$ cat config.mk
export PLATFORM = sky130hd
export DESIGN_NAME = pair_walker_flat
export DESIGN_NICKNAME = d
export VERILOG_FILES = /design/src/verilog/sparse_pkg.sv /design/src/verilog/sparse_ifs.sv /design/src/verilog/pair_walker.sv /design/src/flat_wrapper.sv
export SDC_FILE = /design/constraint.sdc
export NUM_CORES = 1
export LEC_CHECK = 0
export ABC_AREA = 0
export BUFFER_PORTS_ARGS = -buffer_cell sky130_fd_sc_hd__buf_2
export CAP_MARGIN = 20
export CORE_ASPECT_RATIO = 1.25
export CORE_UTILIZATION = 55
export DETAILED_ROUTE_END_ITERATION = 7
export PLACE_DENSITY_LB_ADDON = 0.2
export SKIP_LAST_GASP = 1
export SLEW_MARGIN = 20
export SYNTH_ARGS = -nofsm -noshare
export SYNTH_HDL_FRONTEND = slang
export SYNTH_SLANG_ARGS = --single-unit
export TNS_END_PERCENT = 100
$ cat constraint.sdc
create_clock -name clk -period 7.15 [get_ports clk]
set_input_delay 0 -clock clk [delete_from_list [all_inputs] [get_ports clk]]
set_output_delay 0 -clock clk [all_outputs]
set_load 0.02 [all_outputs]
$ cat src/verilog/sparse_pkg.sv
// ========================================
// sparse_pkg: widths, bank and FSM enums,
// and the value and result types
// ========================================
`default_nettype none

package sparse_pkg;

    localparam int WORD_W  = 16;              // stored nonzero value
    localparam int INDEX_W = 6;               // index inside one bank
    localparam int ADDR_W  = 2 + INDEX_W;     // bank field on top of the index
    localparam int ACC_W   = 2 * WORD_W + 1;  // two full products plus a carry
    localparam int LANES   = 2;               // lanes per bitmap entry
    localparam int MAX_DIM = 8;               // largest row or column count
    localparam int DIM_W   = 4;               // counts and indices

    // bank code is the top two bits of a memory address
    typedef enum logic [1:0] {
        BANK_A0,
        BANK_A1,
        BANK_B0,
        BANK_B1
    } bank_e;

    typedef logic [LANES-1:0]  lane_mask_t;
    typedef logic [WORD_W-1:0] word_t;
    typedef logic [ACC_W-1:0]  acc_t;

    typedef enum logic [1:0] {
        WALK_IDLE,
        WALK_ISSUE,   // walking pairs, one per idle fetch
        WALK_WAIT,    // all pairs issued, results still draining
        WALK_DONE
    } walk_state_e;

    typedef enum logic [1:0] {
        FETCH_IDLE,
        FETCH_READ_A,
        FETCH_READ_B,
        FETCH_CLOSE   // B data lands here and the beat goes out
    } fetch_state_e;

endpackage

`default_nettype wire

$ cat src/verilog/sparse_ifs.sv
// ========================================
// pair, memory and operand interfaces of
// the sparse dot-product engine
// ========================================
`timescale 1ns/100ps
`default_nettype none

interface pair_if;
    import sparse_pkg::*;

    logic               issue;     // one-cycle strobe per pair
    lane_mask_t         mask;      // A lanes AND B lanes of this pair
    logic [INDEX_W-1:0] a_index0;
    logic [INDEX_W-1:0] a_index1;
    logic [INDEX_W-1:0] b_index0;
    logic [INDEX_W-1:0] b_index1;
    logic [DIM_W-1:0]   row;
    logic [DIM_W-1:0]   col;

    modport source (output issue, mask, a_index0, a_index1, b_index0, b_index1, row, col);
    modport sink   (input  issue, mask, a_index0, a_index1, b_index0, b_index1, row, col);
endinterface


`default_nettype wire

$ cat src/verilog/pair_walker.sv
// ========================================
// pair_walker: steps the row and column
// pairs and keeps the nonzero pointers
// ========================================
`timescale 1ns/100ps
`default_nettype none

module pair_walker #(
    parameter int MAX_ROWS = sparse_pkg::MAX_DIM,
    parameter int MAX_COLS = sparse_pkg::MAX_DIM
) (
    input  logic                                  clk,
    input  logic                                  rst,
    input  logic                                  start,
    input  logic [sparse_pkg::DIM_W-1:0]          num_rows,
    input  logic [sparse_pkg::DIM_W-1:0]          num_cols,
    input  logic [sparse_pkg::LANES*MAX_ROWS-1:0] bitmap_a,
    input  logic [sparse_pkg::LANES*MAX_COLS-1:0] bitmap_b,
    input  logic                                  fetch_busy,
    input  logic                                  pair_done,
    output logic                                  walk_busy,
    output logic                                  done,
    pair_if.source                                pair
);
    import sparse_pkg::*;

    localparam int CNT_W = 2 * DIM_W;

    walk_state_e        state;
    logic [DIM_W-1:0]   rows_r;
    logic [DIM_W-1:0]   cols_r;
    logic [DIM_W-1:0]   row;
    logic [DIM_W-1:0]   col;
    logic [CNT_W-1:0]   total;
    logic [CNT_W-1:0]   res_cnt;   // results seen in this run
    logic [INDEX_W-1:0] a_ptr [LANES];
    logic [INDEX_W-1:0] b_ptr [LANES];
    lane_mask_t         a_bits;
    lane_mask_t         b_bits;
    logic               last_col;
    logic               last_row;

    assign a_bits   = bitmap_a[row*LANES +: LANES];  // lane l of row r sits at bit r*2+l
    assign b_bits   = bitmap_b[col*LANES +: LANES];
    assign last_col = (col == cols_r - 1'b1);
    assign last_row = (row == rows_r - 1'b1);

    assign pair.issue    = (state == WALK_ISSUE) && !fetch_busy;
    assign pair.mask     = a_bits & b_bits;
    assign pair.a_index0 = a_ptr[0];
    assign pair.a_index1 = a_ptr[1];
    assign pair.b_index0 = b_ptr[0];
    assign pair.b_index1 = b_ptr[1];
    assign pair.row      = row;
    assign pair.col      = col;

    assign walk_busy = (state != WALK_IDLE);
    assign done      = (state == WALK_DONE);

    always_ff @(posedge clk or negedge rst) begin
        if (!rst) begin
            state   <= WALK_IDLE;
            rows_r  <= '0;
            cols_r  <= '0;
            row     <= '0;
            col     <= '0;
            total   <= '0;
            res_cnt <= '0;
            for (int l = 0; l < LANES; l++) begin
                a_ptr[l] <= '0;
                b_ptr[l] <= '0;
            end
        end else begin
            if (pair_done) begin
                res_cnt <= res_cnt + 1'b1;
            end
            case (state)
                WALK_IDLE: begin
                    if (start) begin
                        rows_r  <= num_rows;
                        cols_r  <= num_cols;
                        total   <= num_rows * num_cols;
                        res_cnt <= '0;
                        row     <= '0;
                        col     <= '0;
                        for (int l = 0; l < LANES; l++) begin
                            a_ptr[l] <= '0;
                            b_ptr[l] <= '0;
                        end
                        // an empty matrix has nothing to walk
                        state <= (num_rows == '0 || num_cols == '0) ? WALK_DONE : WALK_ISSUE;
                    end
                end
                WALK_ISSUE: begin
                    if (pair.issue) begin
                        if (last_col) begin
                            col <= '0;
                            row <= row + 1'b1;
                            for (int l = 0; l < LANES; l++) begin
                                a_ptr[l] <= a_ptr[l] + a_bits[l];  // row used a value in lane l
                                b_ptr[l] <= '0;                    // B restarts on every row
                            end
                            if (last_row) begin
                                state <= WALK_WAIT;
                            end
                        end else begin
                            col <= col + 1'b1;
                            for (int l = 0; l < LANES; l++) begin
                                b_ptr[l] <= b_ptr[l] + b_bits[l];
                            end
                        end
                    end
                end
                WALK_WAIT: begin
                    if (pair_done && res_cnt == total - 1'b1) begin
                        state <= WALK_DONE;
                    end
                end
                default: state <= WALK_IDLE;  // done lasts one cycle
            endcase
        end
    end

    // the host waits for done before starting again
    a_start_idle: assert property (@(posedge clk) disable iff (!rst) start |-> !walk_busy);

endmodule

`default_nettype wire

$ cat src/flat_wrapper.sv
// flat-port wrapper written by rule: the top's interface ports become plain ports
module pair_walker_flat import sparse_pkg::*;
#(
    parameter int MAX_ROWS = sparse_pkg::MAX_DIM,
    parameter int MAX_COLS = sparse_pkg::MAX_DIM
)
  (clk, rst, start, num_rows, num_cols, bitmap_a, bitmap_b, fetch_busy, pair_done, walk_busy, done, pair_issue, pair_mask, pair_a_index0, pair_a_index1, pair_b_index0, pair_b_index1, pair_row, pair_col);
  pair_if pair_i ();
  input  logic clk;
  input  logic rst;
  input  logic start;
  input  logic [sparse_pkg::DIM_W-1:0] num_rows;
  input  logic [sparse_pkg::DIM_W-1:0] num_cols;
  input  logic [sparse_pkg::LANES*MAX_ROWS-1:0] bitmap_a;
  input  logic [sparse_pkg::LANES*MAX_COLS-1:0] bitmap_b;
  input  logic fetch_busy;
  input  logic pair_done;
  output logic walk_busy;
  output logic done;
  output wire logic [$bits(pair_i.issue)-1:0] pair_issue;
  output wire logic [$bits(pair_i.mask)-1:0] pair_mask;
  output wire logic [$bits(pair_i.a_index0)-1:0] pair_a_index0;
  output wire logic [$bits(pair_i.a_index1)-1:0] pair_a_index1;
  output wire logic [$bits(pair_i.b_index0)-1:0] pair_b_index0;
  output wire logic [$bits(pair_i.b_index1)-1:0] pair_b_index1;
  output wire logic [$bits(pair_i.row)-1:0] pair_row;
  output wire logic [$bits(pair_i.col)-1:0] pair_col;
  assign pair_issue = pair_i.issue;
  assign pair_mask = pair_i.mask;
  assign pair_a_index0 = pair_i.a_index0;
  assign pair_a_index1 = pair_i.a_index1;
  assign pair_b_index0 = pair_i.b_index0;
  assign pair_b_index1 = pair_i.b_index1;
  assign pair_row = pair_i.row;
  assign pair_col = pair_i.col;
  pair_walker #(.MAX_ROWS(MAX_ROWS), .MAX_COLS(MAX_COLS)) u_core (.clk(clk), .rst(rst), .start(start), .num_rows(num_rows), .num_cols(num_cols), .bitmap_a(bitmap_a), .bitmap_b(bitmap_b), .fetch_busy(fetch_busy), .pair_done(pair_done), .walk_busy(walk_busy), .done(done), .pair(pair_i));
endmodule
== Word level (Yosys, flattened, before mapping) ==
Index checks and enable logic that the tools add are counted.

* $add $sub $neg: 10
* $mul: 1
* Equality and inequality tests: 11
* Shift-type cells: 2
* Multiplexer cells: 24
* Bitwise logic cells: 1
* Reduce and logical (&&, ||, !) cells: 13

{| class="wikitable"
|+ Operators by type and width
! kind !! number
|-
| $mux 12 || 5
|-
| $pmux 12 s2 || 2
|-
| $shiftx 16x6->2 || 2
|-
| $add 6x1->6 || 4
|-
| $mux 8 || 3
|-
| $mux 4 || 5
|-
| $pmux 4 s2 || 2
|-
| $mux 2 || 6
|-
| $add 4x1->4 const B || 2
|-
| $add 8x1->8 const B || 1
|-
| $eq 4x4->1 || 2
|-
| $eq 8x8->1 || 1
|-
| $logic_not 4->1 || 2
|-
| $mul 4x4->8 || 1
|-
| $sub 4x1->4 const B || 2
|-
| $sub 8x1->8 const B || 1
|-
| $ne 2x1->1 const B || 3
|-
| $pmux 2 s3 || 1
|-
| $reduce_and 5->1 || 1
|-
| $eq 2x2->1 const B || 2
|-
| $ne 2x2->1 const B || 2
|-
| $reduce_and 4->1 || 1
|-
| $reduce_bool 2->1 || 2
|-
| $reduce_and 3->1 || 1
|-
| 7 further kinds || 8
|}

* Register bits after elaboration: 58
* Input port bits: 45
* Output and inout port bits: 37
* Logic and storage cells: 73

== Logic depth before layout (Yosys ltp) ==
Gate-level depths: netlist (run 1).

* Word-level depth: 6
* Gate-level depth with buffers: 11
* Depth with buffers taken out: 11

== Worst setup path after synthesis (run 1) ==
Ideal clock, no wire load.

* Path kind: register -> register
* Start: register u_core.row[0] (netlist: u_core.pair.row[0])
* End: register u_core.a_ptr, in the netlist u_core.pair.a_index0[4]
* Setup time: 0.139 ns
* Data arrival time: 2.401 ns
* Data required time: 7.011 ns
* Path slack: 4.609 ns
* Cell stages (with the launch flop): 11
* Path buffers: 1
* Period minus slack after synthesis: 2.541 ns
* Cell sequence: dfrtp_1 clkbuf_1 mux4_2 mux2i_1 nor2_1 ha_1 ha_1 and3_1 nand3_1 xor2_1 nor2_1

* Word-level cells in the longest chain between the ends: 5

{| class="wikitable"
|+ RTL lines
! what !! line !! source
|-
| start, declared || pair_walker.sv:32 || <nowiki>logic [DIM_W-1:0] row;</nowiki>
|-
| start signal, assigned || pair_walker.sv:98 || <nowiki>row <= row + 1'b1;</nowiki>
|-
| $shiftx 16x6->2 || pair_walker.sv:43 || <nowiki>assign a_bits = bitmap_a[row*LANES +: LANES];</nowiki>
|-
| $add 6x1->6 || pair_walker.sv:100 || <nowiki>a_ptr[l] <= a_ptr[l] + a_bits[l];</nowiki>
|-
| $mux 12 || pair_walker.sv:96 || <nowiki>if (last_col) begin</nowiki>
|-
| $mux 12 || pair_walker.sv:95 || <nowiki>if (pair.issue) begin</nowiki>
|-
| $pmux 12 s2 || pair_walker.sv:77 || <nowiki>case (state)</nowiki>
|-
| end signal, assigned by index || pair_walker.sv:100 ||
|-
| end, declared || pair_walker.sv:36 || <nowiki>logic [INDEX_W-1:0] a_ptr [LANES];</nowiki>
|}

Every way passes these cells. The select of a mux whose other input is x is not followed.
A chain may end at the register's enable or synchronous reset.

== Worst setup path after layout (run 1) ==
* Start: input num_rows[0] (netlist bit)
* End: register u_core.total[7]

* Word-level cells in the longest chain between the ends: 1

{| class="wikitable"
|+ RTL lines
! what !! line !! source
|-
| start, declared || flat_wrapper.sv:12 || <nowiki>input logic [sparse_pkg::DIM_W-1:0] num_rows;</nowiki>
|-
| $mul 4x4->8 || pair_walker.sv:82 || <nowiki>total <= num_rows * num_cols;</nowiki>
|-
| end signal, assigned || pair_walker.sv:82 ||
|-
| end, declared || pair_walker.sv:34 || <nowiki>logic [CNT_W-1:0] total;</nowiki>
|}

Every way passes these cells.

==> Implementation_results.wiki, run 1 <==
{| class="wikitable"
! Metric !! Value
|-
| Relative slew slack || 0.4092
|-
| Maximum operating frequency || 348.5 MHz
|-
| Period minus WS final || between 2000 and 3000 ps
|-
| Number of buffers between clock root and the deepest sink || 2
|-
| Post-route total power || 1.566 mW
|-
| Post-Route Setup TNS || 0 ps
|-
| CTS sink cnt || 58
|-
| Per-cell routed wire length || 14.64 um
|-
| Nature of the critical path endpoint || flip-flop
|-
| Total number of nets in the final design || 553
|-
| Switching power as a share of total power || 0.4333
|-
| Count of hold-fix buffers inserted at cts || 9
|-
| Mapped Area || 3797 um2
|-
| Number of antenna-violating nets in the routed design || 0
|-
| Die span in y || 94.90 um
|-
| Warning count from the yosys run || 0
|-
| Fin. Hold Viols || 0
|-
| Layout overhead on the synthesized area || 18.62%
|-
| Hold WC Path Type || primary input to flip-flop
|-
| Data arrival at the endpoint of the critical path || 3070 ps
|-
| Fraction of final layout cells sized beyond drive strength 1 || 0.2369
|-
| Global-route wire length before repair || around 13000 um
|-
| Syn Inst Count || 389
|-
| Period Utilization, post-route || 0.4013
|-
| Total clock buffers created by CTS || 9
|-
| Number of distinct library cells after synthesis || 43
|-
| Number of enable flip-flop cells after synthesis || 0
|-
| Final setup violation count || 0
|-
| Total power density per cell area || between 300 and 400 nW/um2
|-
| Number of antenna violations at the first check in global routing || 0
|-
| Remaining global-route overflow || 0
|-
| Vias per cell || approximately 5.4
|-
| TritonCTS clock tree || built
|-
| Sequential-to-total area share from yosys stat || 0.3822
|-
| Unrepaired setup endpoints after global routing || no
|-
| Die width || 76.32 um
|-
| First-pass iteration count of the detailed router || 4
|-
| Type of the worst setup path || primary input to flip-flop
|-
| NetSw || 678.3 uW
|-
| Root Buffer Master || sky130_fd_sc_hd__clkbuf_8
|-
| Fraction of synthesis flops using an asynchronous set or reset pin || 1.000
|-
| Worst-case vdd ir drop || 0.1664 mV
|-
| Pleak || ~2.4 nW
|-
| Post-detail-place hpwl || slightly above 6000 um
|-
| Max-slew violation total from the final report || 0
|-
| PortBufs || 81
|-
| Critical-path maximum fanout || 6
|-
| DRC Markers || 0
|-
| Top FF cell, synth || sky130_fd_sc_hd__dfrtp_1
|-
| Avg Inst Size Synth || 9.762 um2
|-
| Count of inserted antenna diode cells || 0
|-
| Synth Register Bits || 58
|-
| Clock transition at path regs || ~70 ps
|-
| Critical path required time || 7350 ps
|-
| Count of maximum capacitance violations || 0
|-
| Number of cell instances on the worst register-to-register path || 8
|-
| Number of I/O pins || 82
|-
| Drt initial violations || 177
|-
| Post-CTS setup buffer count || 0
|-
| Worst hold path depth || 3
|-
| Starting density of the core || 0.5748
|-
| Routed wire length || 8256 um
|-
| Skew final || ~6.3 ps
|-
| RePlAce Congestion || 0.7670
|-
| Worst-Skew Late Latency || approximately 340 ps
|-
| Status || completed
|-
| Cell-internal power || 887.3 uW
|-
| Worst slew pin tran || approximately 900 ps
|-
| Number of cell rows || 33
|-
| R2R setup slack || 4510 ps
|-
| Post-CTS sizing || 0
|-
| Pin count of the biggest net entering global routing || 59
|-
| CP startpoint kind || primary input
|-
| Nets in the synthesized netlist || 468
|-
| Total via count in the routed design || 3036
|-
| Part of the total power dissipated in combinational logic || 0.482
|-
| Power share of the clock group || 0.181
|-
| Sequential Power Share || 0.337
|-
| Via count of the first global-routing pass || 2895
|-
| Number of levels in the clock H-tree || 3
|-
| Core area || 6606 um2
|-
| Aggregate global-route resource usage || 0.2427
|-
| Area of the die || 7243 um2
|}
## synthesized netlist by cell type, drive strengths merged, types with 6 or more instances
cell,n,share of area
nor2,41,0.046
nand4,9,0.015
and2,11,0.018
ha,30,0.099
nand2,55,0.054
xnor2,19,0.044
clkbuf,16,0.021
dfrtp,58,0.38
and3,9,0.015
xor2,33,0.076
inv,15,0.015
mux2i,6,0.016
a22o,7,0.016
o21ai,14,0.019
mux4,8,0.047
nand3,19,0.025
a21oi,6,0.0079
## worst paths after layout
kind | startpoint | to
min | pair_done | u_core.res_cnt[1]$_DFF_PN0_
max in group asynchronous | rst | u_core.pair.a_index1[2]$_DFFE_PN0P_
min reg2reg | u_core.rows_r[3]$_DFFE_PN0P_ | u_core.rows_r[3]$_DFFE_PN0P_
min in group asynchronous | rst | u_core.pair.b_index1[2]$_DFFE_PN0P_
max | num_rows[0] | u_core.total[7]$_DFFE_PN0P_
max reg2reg | u_core.cols_r[0]$_DFFE_PN0P_ | u_core.pair.row[0]$_DFFE_PN0P_
## cells in the final DEF, fill, tap and decap left out, drive strengths merged, types with 14 or more instances in the layout
cell / count
ha: 30
nand2: 55
o21ai: 14
nand3: 19
nor2: 41
dfrtp: 58
buf: 83
xor2: 33
inv: 15
xnor2: 19
## layout make-up
| class | instances | area (um2) |
|---|---|---|
| clock inverters | 4 | 45.04 |
| flip-flops and latches | 58 | 1451 |
| repair buffers | 92 | 510.5 |
| clock buffers | 10 | 127.6 |
| well taps | 87 | 108.9 |
| multi-input cells | 298 | 2205 |
| fillers | 546 | 2102 |
| inverters | 15 | 56.30 |
## power groups by stage
stage | registers [mW] | clock network [mW] | logic (mW)
after floorplan | 0.515 | 0 | 0.583
after CTS | 0.528 | 0.286 | 0.763
after global placement | 0.529 | 0 | 0.732
final | 0.528 | 0.283 | 0.755
after global routing | 0.543 | 0.301 | 0.840
after detailed placement | 0.534 | 0 | 0.755
## kinds of logic (layout without fill, tap and decap cells)
| family | count (synthesis) | in the layout | share of synthesized area |
|---|---|---|---|
| fa+ha+maj | 34 | 34 | 0.1199 |
| mux | 15 | 15 | 0.06721 |
| flops | 58 | 58 | 0.3822 |
| buf+inv | 33 | 121 | 0.03855 |
| xor+xnor | 53 | 53 | 0.1259 |
| simple gates | 160 | 160 | 0.2023 |
| compound gates | 36 | 36 | 0.06393 |
## routing by layer
layer	wire length (um)	up-vias	GRT usage
met4	107	0	0.08974
li1	-	1506	-
met5	0	-	0
met1	3471	1451	0.2860
met3	342	10	0.06184
met2	4334	69	0.4279
## critical path, cell delays in order
cell and delay, ps:
sky130_fd_sc_hd__dlygate4sd3_1 530, sky130_fd_sc_hd__buf_2 160, sky130_fd_sc_hd__nand2_1 80, sky130_fd_sc_hd__fa_1 530
sky130_fd_sc_hd__inv_1 50, sky130_fd_sc_hd__fa_1 520, sky130_fd_sc_hd__ha_1 310, sky130_fd_sc_hd__a21o_1 180
sky130_fd_sc_hd__a21oi_1 220, sky130_fd_sc_hd__o21bai_1 90, sky130_fd_sc_hd__a21oi_1 170, sky130_fd_sc_hd__xor2_1 140
sky130_fd_sc_hd__o21ai_0 80
## per-stage QoR
step / util / instances / area [um2] / hold WS, ps / setup WS (ps)
6_report: 0.6818 / 564 / 4504 / 23.73 / 4281
5_1_grt: 0.6818 / 564 / 4504 / 61.02 / 4082
3_3_place_gp: 0.6420 / 541 / 4242 / 190.4 / 4544
3_5_place_dp: 0.6420 / 541 / 4242 / 194.3 / 4489
2_1_floorplan: - / 389 / 3797 / -295.6 / 4609
4_1_cts: 0.6818 / 564 / 4504 / 18.17 / 4313
## state kept, by name, indices dropped and copies added, names as in the netlist
register,flops
u_core.cols_r,4
u_core.pair.a_index0,6
u_core.pair.a_index1,6
u_core.pair.b_index0,6
u_core.pair.b_index1,6
u_core.pair.col,4
u_core.pair.row,4
u_core.res_cnt,8
u_core.rows_r,4
u_core.state,2
u_core.total,8
(Power assumes the default switching activity.)
==> inputs of run 2 (changes only) <==
Settings changed: CORE_UTILIZATION 55 to 50.
Clock period 7.15 ns to 2.6 ns, I/O delays scaled along.
==> run 2 against run 1 <==
Compared with the run above:
- clock skew increased by 4.1 ps
- combinational power increased to 2.9 times the previous value
- first-iteration DRC count decreased by 41%
- final area increased by 1.6%
- critical endpoint is now u_core.pair.a_index1[4]$_DFFE_PN0P_
- power increased to 2.8 times the previous value
- cell count increased by 2.7%
- critical path type is now flip-flop to flip-flop
- count of clock-buffer cells in the layout increased by 1
- worst setup slack got worse by 4100 ps
- core utilization decreased by 6.0 points
- highest routed layer unchanged
- via count increased by 3.9%
- largest cell class unchanged
==> Implementation_results.wiki, run 2 (synthesis results as in run 1) <==
{| class="wikitable"
! Metric !! Value
|-
| Status || completed
|-
| Aggregate global-route resource usage || 0.2317
|-
| CTS sink cnt || 58
|-
| Worst-Skew Late Latency || around 340 ps
|-
| Total of fill cells in the finished design || about 630
|-
| TritonCTS clock tree || built
|-
| Worst-case vdd ir drop || 0.6905 mV
|-
| Number of antenna violations at the first check in global routing || 0
|-
| Number of cell rows || 35
|-
| Post-route met1 wirelength || ~3500 um
|-
| Type of the worst setup path || flip-flop to flip-flop
|-
| Setup crit end || u_core.pair.a_index1[4]$_DFFE_PN0P_
|-
| Number of antenna-violating nets in the routed design || 0
|-
| Post-route total power || 4.384 mW
|-
| Max-slew violation total from the final report || 0
|-
| Hold WC Path Type || primary input to flip-flop
|-
| PortBufs || 81
|-
| Final setup violation count || 0
|-
| Relative slew slack || 0.3664
|-
| Commonest non-fill, non-tap cells in the layout || sky130_fd_sc_hd__buf_2, sky130_fd_sc_hd__dfrtp_1, sky130_fd_sc_hd__nand2_1
|-
| Post-Route Setup TNS || 0 ps
|-
| Number of buffers between clock root and the deepest sink || 2
|-
| Core area || 7357 um2
|-
| Vias per cell || 5.446
|-
| Total via count in the routed design || roughly 3200
|-
| DRC Markers || 0
|-
| Topmost layer with routed signal wires || met4
|-
| Number of levels in the clock H-tree || 3
|-
| Critical path required time || 2820 ps
|-
| Die width || 79.95 um
|-
| Worst hold margin || 27.21 ps
|-
| Post-detail-place hpwl || 6449 um
|-
| Layout overhead on the synthesized area || 20.53%
|-
| Total clock buffers created by CTS || 9
|-
| Worst slew pin tran || 950.3 ps
|-
| Area of the die || approximately 8000 um2
|-
| Remaining global-route overflow || 0
|-
| Skew final || a little over 10 ps
|-
| CP startpoint kind || flip-flop
|-
| Worst reg2reg endpoint || u_core.pair.a_index1[4]$_DFFE_PN0P_
|-
| Number of cell instances on the worst register-to-register path || 9
|-
| Total number of nets in the final design || 562
|-
| Count of inserted antenna diode cells || 0
|-
| Period minus WS final || 2388 ps
|-
| Nature of the critical path endpoint || flip-flop
|-
| Via count of the first global-routing pass || 3173
|-
| Largest regs || u_core.res_cnt x8, u_core.total x8
|-
| Startpoint of the worst-slack reg-to-reg timing path || u_core.pair.row[0]$_DFFE_PN0P_
|-
| Worst setup startpoint || u_core.pair.row[0]$_DFFE_PN0P_
|-
| Pin count of the biggest net entering global routing || 43
|-
| Data arrival at the endpoint of the critical path || 2610 ps
|-
| Period Utilization, post-route || 0.9184
|-
| Pleak || 2.413 nW
|-
| Starting density of the core || 0.5162
|-
| Per-cell routed wire length || 14.95 um
|-
| Critical-path maximum fanout || 5
|-
| First-pass iteration count of the detailed router || 4
|-
| Die span in y || 99.44 um
|-
| Routed wire length || just under 9000 um
|-
| Number of I/O pins || 82
|-
| Dpl cells || 558
|-
| Root Buffer Master || sky130_fd_sc_hd__clkbuf_8
|-
| Post-CTS sizing || 0
|-
| Drt initial violations || 105
|-
| Fraction of final layout cells sized beyond drive strength 1 || 0.2608
|-
| Total power density per cell area || 957.9 nW/um2
|-
| Unrepaired setup endpoints after global routing || no
|-
| RePlAce Congestion || approximately 0.84
|-
| Global-route wire length before repair || 14260 um
|-
| Maximum operating frequency || around 420 MHz
|-
| Fin. Hold Viols || 0
|-
| Count of maximum capacitance violations || 0
|-
| Met2 layer wire length in the routed design || 4550 um
|-
| R2R setup slack || 210 ps
|-
| Most common cell after layout, fill and taps aside || sky130_fd_sc_hd__buf_2
|-
| Clock transition at path regs || 70 ps
|-
| Final Instance Count excl. Fillers || just under 600
|-
| Routed wire length on met3 || 363 um
|}
==> run 2: cell types whose count changed in the layout (fill, tap and decap cells not counted) <==
cell,previous run,this run
sky130_fd_sc_hd__buf_4,2,14
sky130_fd_sc_hd__bufinv_16,1,0
sky130_fd_sc_hd__clkbuf_1,1,0
sky130_fd_sc_hd__clkbuf_8,9,11
sky130_fd_sc_hd__clkinv_2,3,1
sky130_fd_sc_hd__clkinvlp_4,0,3
sky130_fd_sc_hd__dlygate4sd3_1,9,6
==> run 2: layer usage <==
metal	up-vias	GRT usage
met4	0	0.1209
met5	-	0
li1	1517	-
met2	79	0.4208
met3	23	0.04037
met1	1534	0.2533
==> run 2: worst min-delay path by stage <==
stage	from	endpoint	slack, ps	cells past startpoint
global placement	rst	u_core.pair.a_index0[4]$_DFFE_PN0P_	190	1
CTS	num_cols[3]	u_core.cols_r[3]$_DFFE_PN0P_	10	4
finish	num_cols[3]	u_core.cols_r[3]$_DFFE_PN0P_	30	4
floorplan	rst	u_core.cols_r[0]$_DFFE_PN0P_	-300	0
global route	num_cols[3]	u_core.cols_r[3]$_DFFE_PN0P_	50	4
detailed placement	rst	u_core.pair.a_index1[5]$_DFFE_PN0P_	190	1
==> run 2: critical path, cell delays in order (launching register included) <==
cell,delay [ps]
sky130_fd_sc_hd__dfrtp_1,510
sky130_fd_sc_hd__mux4_2,540
sky130_fd_sc_hd__mux2i_1,260
sky130_fd_sc_hd__nor2_1,80
sky130_fd_sc_hd__ha_1,220
sky130_fd_sc_hd__ha_1,200
sky130_fd_sc_hd__and3_1,180
sky130_fd_sc_hd__nand3_1,90
sky130_fd_sc_hd__xor2_1,150
sky130_fd_sc_hd__nor2_1,50
==> run 2: metrics by stage <==
step	setup WS [ps]	area, um2	util
after floorplan	59.46	3797	-
after global placement	81.22	4338	0.5896
after detailed placement	44.50	4338	0.5896
after CTS	185.2	4577	0.6221
after global routing	17.27	4577	0.6221
final	212.1	4577	0.6221
==> run 2: layout make-up <==
class	count	area, um2	share of cell area
Clock buffer	11	151.4	0.03308
Clock inverter	4	27.53	0.006014
Inverter	15	56.30	0.01230
Multi-Input combinational cell	298	2205	0.4817
Sequential cell	58	1451	0.3171
Tap cell	92	115.1	0.02515
Timing Repair Buffer	101	570.5	0.1247
==> run 2: timing repair <==
item / in CTS / in global routing
setup buffers: 0 / 0
hold endpoints to repair: 46 / 0
hold buffers: 6 / 0
==> run 2: where the power goes <==
part	switching [mW]	total, mW	leakage [nW]	internal (mW)
Sequential	0.311	1.44	0.775	1.13
Combinational	1.23	2.19	1.55	0.955
Clock	0.362	0.753	0.0834	0.390
Total	1.90	4.38	2.41	2.48
